===== src/design/card_id_pkg.sv =====
`default_nettype none

package card_id_pkg;

	//////////////////////////////////////////////////
	// Function identity, one set per PCI function
	localparam logic [15:0] NIC_VENDORID  = 16'h0706;
	localparam logic [15:0] NIC_DEVICEID  = 16'h3B00;
	localparam logic [15:0] NIC_SUBVID    = 16'h10EE;
	localparam logic [15:0] NIC_SUBSYSID  = 16'h0050;
	localparam logic [23:0] NIC_CLASSCODE = 24'h020000;

	localparam logic [15:0] CAN_VENDORID  = 16'h0706;
	localparam logic [15:0] CAN_DEVICEID  = 16'h3B02;
	localparam logic [15:0] CAN_SUBVID    = 16'h13FE;
	localparam logic [15:0] CAN_SUBSYSID  = 16'hC202;
	localparam logic [23:0] CAN_CLASSCODE = 24'h0C0900;

	localparam logic [15:0] UART_VENDORID  = 16'h0706;
	localparam logic [15:0] UART_DEVICEID  = 16'h3B01;
	localparam logic [15:0] UART_SUBVID    = 16'h12E0;
	localparam logic [15:0] UART_SUBSYSID  = 16'h0031;
	localparam logic [23:0] UART_CLASSCODE = 24'h070200;

	// MAC address is OUI in the top three bytes, serial below
	localparam logic [23:0] NIC_MAC_OUI    = 24'hEC3F05;
	localparam logic [23:0] NIC_MAC_SERIAL = 24'h5A0001;
	localparam logic [47:0] NIC_MAC_ADDR   = {NIC_MAC_OUI, NIC_MAC_SERIAL};

	//////////////////////////////////////////////////
	// Register map
	localparam int ADDR_W = 8;
	localparam int DATA_W = 32;

	localparam logic [ADDR_W-1:0] REG_NIC_ID     = 8'h00;
	localparam logic [ADDR_W-1:0] REG_NIC_SUB    = 8'h04;
	localparam logic [ADDR_W-1:0] REG_NIC_CLASS  = 8'h08;
	localparam logic [ADDR_W-1:0] REG_CAN_ID     = 8'h10;
	localparam logic [ADDR_W-1:0] REG_CAN_SUB    = 8'h14;
	localparam logic [ADDR_W-1:0] REG_CAN_CLASS  = 8'h18;
	localparam logic [ADDR_W-1:0] REG_UART_ID    = 8'h20;
	localparam logic [ADDR_W-1:0] REG_UART_SUB   = 8'h24;
	localparam logic [ADDR_W-1:0] REG_UART_CLASS = 8'h28;
	localparam logic [ADDR_W-1:0] REG_LINK       = 8'h30;
	localparam logic [ADDR_W-1:0] REG_EVENT      = 8'h34;
	localparam logic [ADDR_W-1:0] REG_MAC_LO     = 8'h38;
	localparam logic [ADDR_W-1:0] REG_MAC_HI     = 8'h3C;

	// AXI read response codes
	typedef enum logic [1:0] {
		RESP_OKAY   = 2'b00,
		RESP_SLVERR = 2'b10
	} axi_resp_t;

endpackage

`default_nettype wire


===== src/design/link_pkg.sv =====
`default_nettype none

package link_pkg;

	// PHY negotiated speed, same encoding as the PHY status pins
	typedef enum logic [1:0] {
		SPEED_10   = 2'd0,
		SPEED_100  = 2'd1,
		SPEED_1000 = 2'd2
	} speed_t;

	//////////////////////////////////////////////////
	// Selected link status, 5 bits
	typedef struct packed {
		logic   up;
		speed_t speed;
		logic   duplex;
		logic   port;
	} link_status_t;

	// An event is a snapshot of the status at the time of the change
	typedef link_status_t link_event_t;

	// Entries in the link event queue
	localparam int EVENT_DEPTH = 4;

endpackage

`default_nettype wire


===== src/design/phy_failover.sv =====
`default_nettype none

module phy_failover (
	input  logic                  pci_clk,
	input  logic                  reset_i,
	input  logic                  phy0_up_i,
	input  link_pkg::speed_t      phy0_speed_i,
	input  logic                  phy0_duplex_i,
	input  logic                  phy1_up_i,
	input  link_pkg::speed_t      phy1_speed_i,
	input  logic                  phy1_duplex_i,
	input  logic                  evt_ready_i,
	output link_pkg::link_status_t status_o,
	output logic                  sdp6_o,
	output logic                  sdp7_o,
	output logic                  evt_valid_o,
	output link_pkg::link_event_t evt_data_o
);

	import link_pkg::*;

	logic         up0_q, up1_q;
	speed_t       speed0_q, speed1_q;
	logic         duplex0_q, duplex1_q;
	logic         port_q;
	logic         port_d;
	logic         cur_up, oth_up;
	link_status_t status;
	link_status_t reported_q;
	logic         evt_valid_q;
	link_event_t  evt_data_q;
	logic         raise;

	//////////////////////////////////////////////////
	// Port selection
	// Stay on the current port while it is up, swap only to a live port
	assign cur_up = port_q ? phy1_up_i : phy0_up_i;
	assign oth_up = port_q ? phy0_up_i : phy1_up_i;
	assign port_d = (!cur_up && oth_up) ? ~port_q : port_q;

	always_ff @(posedge pci_clk) begin
		if (reset_i) begin
			up0_q     <= 1'b0;
			up1_q     <= 1'b0;
			speed0_q  <= SPEED_10;
			speed1_q  <= SPEED_10;
			duplex0_q <= 1'b0;
			duplex1_q <= 1'b0;
			port_q    <= 1'b0;
		end else begin
			up0_q     <= phy0_up_i;
			up1_q     <= phy1_up_i;
			speed0_q  <= phy0_speed_i;
			speed1_q  <= phy1_speed_i;
			duplex0_q <= phy0_duplex_i;
			duplex1_q <= phy1_duplex_i;
			port_q    <= port_d;
		end
	end

	always_comb begin
		status.up     = port_q ? up1_q : up0_q;
		status.speed  = port_q ? speed1_q : speed0_q;
		status.duplex = port_q ? duplex1_q : duplex0_q;
		status.port   = port_q;
	end

	assign status_o = status;
	// GPI lines tell the NIC which port carries the link
	assign sdp6_o   = status.up && (status.port == 1'b0);
	assign sdp7_o   = status.up && (status.port == 1'b1);

	//////////////////////////////////////////////////
	// Link change events
	assign raise = !evt_valid_q && (status != reported_q);

	always_ff @(posedge pci_clk) begin
		if (reset_i) begin
			evt_valid_q <= 1'b0;
			reported_q  <= '0;
		end else if (evt_valid_q) begin
			if (evt_ready_i)
				evt_valid_q <= 1'b0;
		end else if (raise) begin
			evt_valid_q <= 1'b1;
			reported_q  <= status;
		end
	end

	always_ff @(posedge pci_clk) begin
		if (raise)
			evt_data_q <= status;
	end

	assign evt_valid_o = evt_valid_q;
	assign evt_data_o  = evt_data_q;

	a_evt_hold: assert property (@(posedge pci_clk) disable iff (reset_i)
		evt_valid_o && !evt_ready_i |=> evt_valid_o && $stable(evt_data_o))
		else $error("event payload changed while waiting for ready");

endmodule

`default_nettype wire


===== src/design/event_fifo.sv =====
`default_nettype none

module event_fifo #(
	parameter int DEPTH = link_pkg::EVENT_DEPTH
) (
	input  logic                  pci_clk,
	input  logic                  reset_i,
	input  logic                  in_valid_i,
	input  link_pkg::link_event_t in_data_i,
	output logic                  in_ready_o,
	input  logic                  pop_i,
	output logic                  out_valid_o,
	output link_pkg::link_event_t out_data_o
);

	import link_pkg::*;

	link_event_t                  mem [DEPTH];
	logic [$clog2(DEPTH)-1:0]     wr_ptr;
	logic [$clog2(DEPTH)-1:0]     rd_ptr;
	logic [$clog2(DEPTH+1)-1:0]   count;
	logic                         push;
	logic                         pop;

	assign in_ready_o  = (count != DEPTH);
	assign out_valid_o = (count != 0);
	assign out_data_o  = mem[rd_ptr];

	assign push = in_valid_i && in_ready_o;
	assign pop  = pop_i && out_valid_o;

	// Storage
	always_ff @(posedge pci_clk) begin
		if (push)
			mem[wr_ptr] <= in_data_i;
	end

	//////////////////////////////////////////////////
	// Pointers and occupancy
	always_ff @(posedge pci_clk) begin
		if (reset_i) begin
			wr_ptr <= '0;
			rd_ptr <= '0;
			count  <= '0;
		end else begin
			if (push)
				wr_ptr <= (wr_ptr == DEPTH - 1) ? '0 : wr_ptr + 1'b1;
			if (pop)
				rd_ptr <= (rd_ptr == DEPTH - 1) ? '0 : rd_ptr + 1'b1;
			case ({push, pop})
				2'b10:   count <= count + 1'b1;
				2'b01:   count <= count - 1'b1;
				default: count <= count;
			endcase
		end
	end

	// The register block must only pop an entry it has seen
	a_no_empty_pop: assert property (@(posedge pci_clk) disable iff (reset_i)
		pop_i |-> out_valid_o)
		else $error("pop of empty event queue");

endmodule

`default_nettype wire


===== src/design/csr_axil_slave.sv =====
`default_nettype none

module csr_axil_slave (
	input  logic                             pci_clk,
	input  logic                             reset_i,
	input  logic [card_id_pkg::ADDR_W-1:0]   araddr_i,
	input  logic                             arvalid_i,
	output logic                             arready_o,
	output logic [card_id_pkg::DATA_W-1:0]   rdata_o,
	output card_id_pkg::axi_resp_t           rresp_o,
	output logic                             rvalid_o,
	input  logic                             rready_i,
	input  link_pkg::link_status_t           status_i,
	input  logic                             q_valid_i,
	input  link_pkg::link_event_t            q_data_i,
	output logic                             q_pop_o
);

	import card_id_pkg::*;

	logic [DATA_W-1:0] rd_data_d;
	axi_resp_t         rd_resp_d;
	logic              rd_pop_d;
	logic [DATA_W-1:0] rdata_q;
	axi_resp_t         rresp_q;
	logic              rvalid_q;
	logic              pop_pending_q;
	logic              ar_hs;
	logic              r_hs;

	// One read in flight, address accepted only with no response held
	assign arready_o = !rvalid_q;
	assign ar_hs     = arvalid_i && arready_o;
	assign r_hs      = rvalid_q && rready_i;

	//////////////////////////////////////////////////
	// Address decode
	always_comb begin
		rd_data_d = '0;
		rd_resp_d = RESP_OKAY;
		rd_pop_d  = 1'b0;
		case (araddr_i)
			REG_NIC_ID:     rd_data_d = {NIC_DEVICEID, NIC_VENDORID};
			REG_NIC_SUB:    rd_data_d = {NIC_SUBSYSID, NIC_SUBVID};
			REG_NIC_CLASS:  rd_data_d = {8'd0, NIC_CLASSCODE};
			REG_CAN_ID:     rd_data_d = {CAN_DEVICEID, CAN_VENDORID};
			REG_CAN_SUB:    rd_data_d = {CAN_SUBSYSID, CAN_SUBVID};
			REG_CAN_CLASS:  rd_data_d = {8'd0, CAN_CLASSCODE};
			REG_UART_ID:    rd_data_d = {UART_DEVICEID, UART_VENDORID};
			REG_UART_SUB:   rd_data_d = {UART_SUBSYSID, UART_SUBVID};
			REG_UART_CLASS: rd_data_d = {8'd0, UART_CLASSCODE};
			REG_LINK: begin
				rd_data_d = {{(DATA_W - $bits(status_i)){1'b0}}, status_i};
			end
			REG_EVENT: begin
				// Empty queue reads as zero
				if (q_valid_i) begin
					rd_data_d = {1'b1, {(DATA_W - 1 - $bits(q_data_i)){1'b0}}, q_data_i};
					rd_pop_d  = 1'b1;
				end
			end
			REG_MAC_LO:     rd_data_d = NIC_MAC_ADDR[31:0];
			REG_MAC_HI:     rd_data_d = {16'd0, NIC_MAC_ADDR[47:32]};
			default:        rd_resp_d = RESP_SLVERR;
		endcase
	end

	//////////////////////////////////////////////////
	// Read response channel
	always_ff @(posedge pci_clk) begin
		if (reset_i) begin
			rvalid_q      <= 1'b0;
			pop_pending_q <= 1'b0;
		end else if (ar_hs) begin
			rvalid_q      <= 1'b1;
			pop_pending_q <= rd_pop_d;
		end else if (r_hs) begin
			rvalid_q      <= 1'b0;
			pop_pending_q <= 1'b0;
		end
	end

	// Response payload, captured with the address
	always_ff @(posedge pci_clk) begin
		if (ar_hs) begin
			rdata_q <= rd_data_d;
			rresp_q <= rd_resp_d;
		end
	end

	assign rvalid_o = rvalid_q;
	assign rdata_o  = rdata_q;
	assign rresp_o  = rresp_q;

	// Head entry stays put until this pop, only this block pops
	assign q_pop_o = r_hs && pop_pending_q;

	a_r_stable: assert property (@(posedge pci_clk) disable iff (reset_i)
		rvalid_o && !rready_i |=> rvalid_o && $stable(rdata_o) && $stable(rresp_o))
		else $error("read response changed before handshake");

endmodule

`default_nettype wire


===== src/design/multi_card_top.sv =====
`default_nettype none

module multi_card_top (
	input  logic                           pci_clk,
	input  logic                           reset_i,

	// PHY link status
	input  logic                           phy0_up_i,
	input  link_pkg::speed_t               phy0_speed_i,
	input  logic                           phy0_duplex_i,
	input  logic                           phy1_up_i,
	input  link_pkg::speed_t               phy1_speed_i,
	input  logic                           phy1_duplex_i,

	// AXI4-Lite read channel
	input  logic [card_id_pkg::ADDR_W-1:0] s_axil_araddr_i,
	input  logic                           s_axil_arvalid_i,
	output logic                           s_axil_arready_o,
	output logic [card_id_pkg::DATA_W-1:0] s_axil_rdata_o,
	output card_id_pkg::axi_resp_t         s_axil_rresp_o,
	output logic                           s_axil_rvalid_o,
	input  logic                           s_axil_rready_i,

	// Link state and interrupt
	output logic                           active_port_o,
	output logic                           link_up_o,
	output logic                           sdp6_o,
	output logic                           sdp7_o,
	output logic                           link_irq_o
);

	import link_pkg::*;

	link_status_t status;
	logic         evt_valid;
	logic         evt_ready;
	link_event_t  evt_data;
	logic         q_valid;
	logic         q_pop;
	link_event_t  q_data;

	//////////////////////////////////////////////////
	// Dual PHY failover
	phy_failover phy_failover_i (
		.pci_clk       (pci_clk),
		.reset_i       (reset_i),
		.phy0_up_i     (phy0_up_i),
		.phy0_speed_i  (phy0_speed_i),
		.phy0_duplex_i (phy0_duplex_i),
		.phy1_up_i     (phy1_up_i),
		.phy1_speed_i  (phy1_speed_i),
		.phy1_duplex_i (phy1_duplex_i),
		.evt_ready_i   (evt_ready),
		.status_o      (status),
		.sdp6_o        (sdp6_o),
		.sdp7_o        (sdp7_o),
		.evt_valid_o   (evt_valid),
		.evt_data_o    (evt_data)
	);

	event_fifo #(.DEPTH(EVENT_DEPTH)) event_fifo_i (
		.pci_clk     (pci_clk),
		.reset_i     (reset_i),
		.in_valid_i  (evt_valid),
		.in_data_i   (evt_data),
		.in_ready_o  (evt_ready),
		.pop_i       (q_pop),
		.out_valid_o (q_valid),
		.out_data_o  (q_data)
	);

	//////////////////////////////////////////////////
	// Register block
	csr_axil_slave csr_axil_slave_i (
		.pci_clk   (pci_clk),
		.reset_i   (reset_i),
		.araddr_i  (s_axil_araddr_i),
		.arvalid_i (s_axil_arvalid_i),
		.arready_o (s_axil_arready_o),
		.rdata_o   (s_axil_rdata_o),
		.rresp_o   (s_axil_rresp_o),
		.rvalid_o  (s_axil_rvalid_o),
		.rready_i  (s_axil_rready_i),
		.status_i  (status),
		.q_valid_i (q_valid),
		.q_data_i  (q_data),
		.q_pop_o   (q_pop)
	);

	// Pending events raise the interrupt
	assign link_irq_o    = q_valid;
	assign active_port_o = status.port;
	assign link_up_o     = status.up;

endmodule

`default_nettype wire


===== config.mk =====
export PLATFORM = sky130hd
export DESIGN_NAME = multi_card_top
export DESIGN_NICKNAME = d
export VERILOG_FILES = /design/src/design/card_id_pkg.sv /design/src/design/link_pkg.sv /design/src/design/phy_failover.sv /design/src/design/event_fifo.sv /design/src/design/csr_axil_slave.sv /design/src/design/multi_card_top.sv
export SDC_FILE = /design/constraint.sdc
export NUM_CORES = 1
export LEC_CHECK = 0
export CORE_UTILIZATION = 50
export CTS_CLUSTER_DIAMETER = 50
export DETAILED_ROUTE_END_ITERATION = 8
export DONT_BUFFER_PORTS = 1
export GPL_TIMING_DRIVEN = 0
export PLACE_DENSITY = 0.68
export SLEW_MARGIN = 20
export SYNTH_ARGS = -nofsm -noshare
export SYNTH_HDL_FRONTEND = slang
export SYNTH_HIERARCHICAL = 1
export SYNTH_SLANG_ARGS = --single-unit

===== constraint.sdc =====
create_clock -name pci_clk -period 2.7 [get_ports pci_clk]
set_clock_uncertainty 0.15 [all_clocks]
set_input_delay 0.54 -clock pci_clk [delete_from_list [all_inputs] [get_ports pci_clk]]
set_output_delay 0.54 -clock pci_clk [all_outputs]
set_load 0.1 [all_outputs]

==> reports/results.ini <==
[logic_synthesis]
syn_avg_cell_area_um2=12.5
ys_seq_area_share_pct=59.9
async_flop_share_pct=0
ys_warn_count=6
synth_top_area_share_pct=44.7
synth_most_common_cell=edfxtp_1
netlist_area_mm2=0.00343
synth_commonest_cells=edfxtp_1 (51), dfxtp_1 (26), a21oi_1 (17), nand2_1 (17), nor2_1 (16)
synth-seq-cells=77
synthTopCellsByArea=edfxtp_1 (45%), dfxtp_1 (15%), mux4_2 (3.3%)
synthFlopType=edfxtp_1
yosysTopAreaCell=edfxtp_1
synth_edf_count=51
syn_inst=274
synth_cell_types=55

[floorplan]
die_w_um=84.8
io_pins=61
core_area_mm2=0.00649
die-area_mm2=0.00719
initial_core_util_pct=52.7
fp-row-count=29
die_h_um=84.8

[run_status]
status=complete, but fails checks
failed_checks=DRC

[timing]
rsz0062_at_grt=false
period_share_pct=93.9
tightest_slew_ps=943
period_needed_ps=2540
report.final.hold_viol_count=0
tns_ps=0
slew_viol_final=0
maxSlewHeadroom_pct=37.1
max_freq_mhz=394
setup_viol=0

[job]
drv_cap=0

[place]
finalWeightedCongestion=0.814
port-buffer-count=0
hpwl_mm=4.08

[detailed_routing]
avgRoutedWirePerCell_um=15.1
first_iter_violations=79
wirelength_mm=5.55
ant_nets=0
route.detailed.drc=6
first_pass_iters=6
vias=1996
viasPerCell=5.44

[power_and_ir_drop]
leakage_nw=1.40
ir_worst_vdd_v=0.000397
finalPower_w=0.00288
pwr_density_cell_mw_per_mm2=759

[clocking]
tritoncts=done
numCtsBuffers=9
clk_latency_ps=330
clockBufferDepth=2
clkTransAtPathRegs_ps=80
htree_levels=3
clock_sink_count=77
cts-root-buf=clkbuf_8

[critical_path]
critPathArrivalTime_ps=2640
critPathKind=reg -> reg
start_kind=register
end_kind=register
required_ps=2800
worstPathMaxFanout=7

[global_routing]
antenna_found_initial=0
grt_pass1_wl_mm=9.18
grt_max_degree=29
grt_pass1_vias=1940
overflow=0
grt_usage_pct=16.8

[final_layout]
n_antenna_cell=0
area_delta_synth_final_pct=10.7
nFillCells=539
drive_above_1_share_pct=22.1
nNetsFinal=312

[hold_path]
hp-class=in -> reg

[cell type report]
type                            instances  area (µm²)  area share [%]
Clock buffer                           13         191            5.05
Inverter                               14        52.6            1.39
Tap cell                               77        96.3            2.54
Sequential cell                        77        2060            54.4
Buffer                                 20         129            3.40
Multi-Input combinational cell        163        1210            32.0
Clock inverter                          3        47.5            1.25
[logic make-up after synthesis]
logic type | after synthesis | synth area share (%)
xor+xnor | 9 | 2.52
other cells | 1 | 0.109
mux | 12 | 5.77
flops | 77 | 59.9
compound gates | 38 | 7.45
buf+inv | 35 | 5.44
fa+ha+maj | 7 | 2.78
simple gates | 95 | 16.0
[path summary, 6_finish.rpt]
| check | to | slack [ps] | depth (start not counted) | startpoint |
|---|---|---|---|---|
| max reg2reg | event_fifo_i/count[2]$_SDFFE_PP0P_ | 160 | 9 | event_fifo_i/count[1]$_SDFFE_PP0P_ |
| min reg2reg | phy_failover_i/reported_q[3]$_SDFFE_PP0P_ | 320 | 2 | phy_failover_i/reported_q[3]$_SDFFE_PP0P_ |
| max | event_fifo_i/count[2]$_SDFFE_PP0P_ | 160 | 9 | event_fifo_i/count[1]$_SDFFE_PP0P_ |
| min | csr_axil_slave_i/rvalid_o$_SDFFE_PP0P_ | 110 | 1 | reset_i |
[metal layers]
layer,track usage [%],routed length [µm]
met1,19.7,2280
met2,28.7,2880
met3,5.80,342
met4,6.32,44
met5,0,0
[sequential cells by signal, summed over array words and instances, names as in the netlist, named ones only]
name	flops
csr_axil_slave_i/rdata_o	25
phy_failover_i/evt_valid_o	1
csr_axil_slave_i/rresp_o	1
event_fifo_i/count	3
phy_failover_i/up0_q	1
phy_failover_i/speed1_q	2
event_fifo_i/wr_ptr	2
phy_failover_i/duplex0_q	1
phy_failover_i/speed0_q	2
phy_failover_i/evt_data_o	5
csr_axil_slave_i/pop_pending_q	1
event_fifo_i/rd_ptr	2
phy_failover_i/up1_q	1
phy_failover_i/duplex1_q	1
event_fifo_i/mem	20
phy_failover_i/reported_q	5
csr_axil_slave_i/rvalid_o	1
phy_failover_i/port_q	1
[where the power goes]
part / total, W / internal [W] / switching, W
logic: 0.000346 / 0.000105 / 0.000241
registers: 0.00157 / 0.00136 / 0.000207
clock network: 0.000968 / 0.000568 / 0.000400
total: 0.00288 / 0.00203 / 0.000847
[cells in the final DEF (no fill, tap or decap), drive strengths merged, types with 3 or more instances in the layout]
| cell type | Yosys | routed |
|---|---|---|
| mux2 | 3 | 3 |
| edfxtp | 51 | 51 |
| nor2b | 12 | 12 |
| nor3 | 8 | 8 |
| nor3b | 3 | 3 |
| dfxtp | 26 | 26 |
| nor2 | 16 | 16 |
| inv | 14 | 14 |
| buf | 15 | 15 |
| nand2 | 17 | 17 |
| clkbuf | 6 | 18 |
| mux4 | 5 | 5 |
| nor4 | 3 | 3 |
| mux2i | 4 | 4 |
| xor2 | 7 | 7 |
| ha | 6 | 6 |
| a21oi | 17 | 17 |
| nand3 | 4 | 4 |
| nand2b | 8 | 8 |
| o21ai | 9 | 9 |
| and2 | 4 | 4 |
| or3 | 4 | 4 |
| and3 | 8 | 8 |
[critical path, cell delays in order, from the launching register on]
cell     delay (ps)
dfxtp_2         350
or3b_4          430
and2_4          190
inv_1            60
ha_2            180
inv_1            50
fa_2            330
xor2_1          160
or3_2           410
a21oi_1         140
[per-stage QoR]
step	utilization [%]	setup slack [ps]	area [µm²]	hold slack [ps]	cells
floorplan	-	156	3430	294	275
global placement	54.3	-266	3530	302	352
detailed placement	54.4	-50.7	3530	313	352
CTS	58.2	7.49	3780	89.8	368
global route	58.4	53.5	3790	88.8	367
finish	58.4	163	3790	111	367
[timing repair]
action,in CTS,in global routing
resized for setup,3,7
hold buffers,0,0
setup endpoints to repair,1,2
pin swaps,0,1
buffers inserted,0,0
endpoints found under the hold margin,0,0
Note: power is estimated with default switching activity, not from simulation.
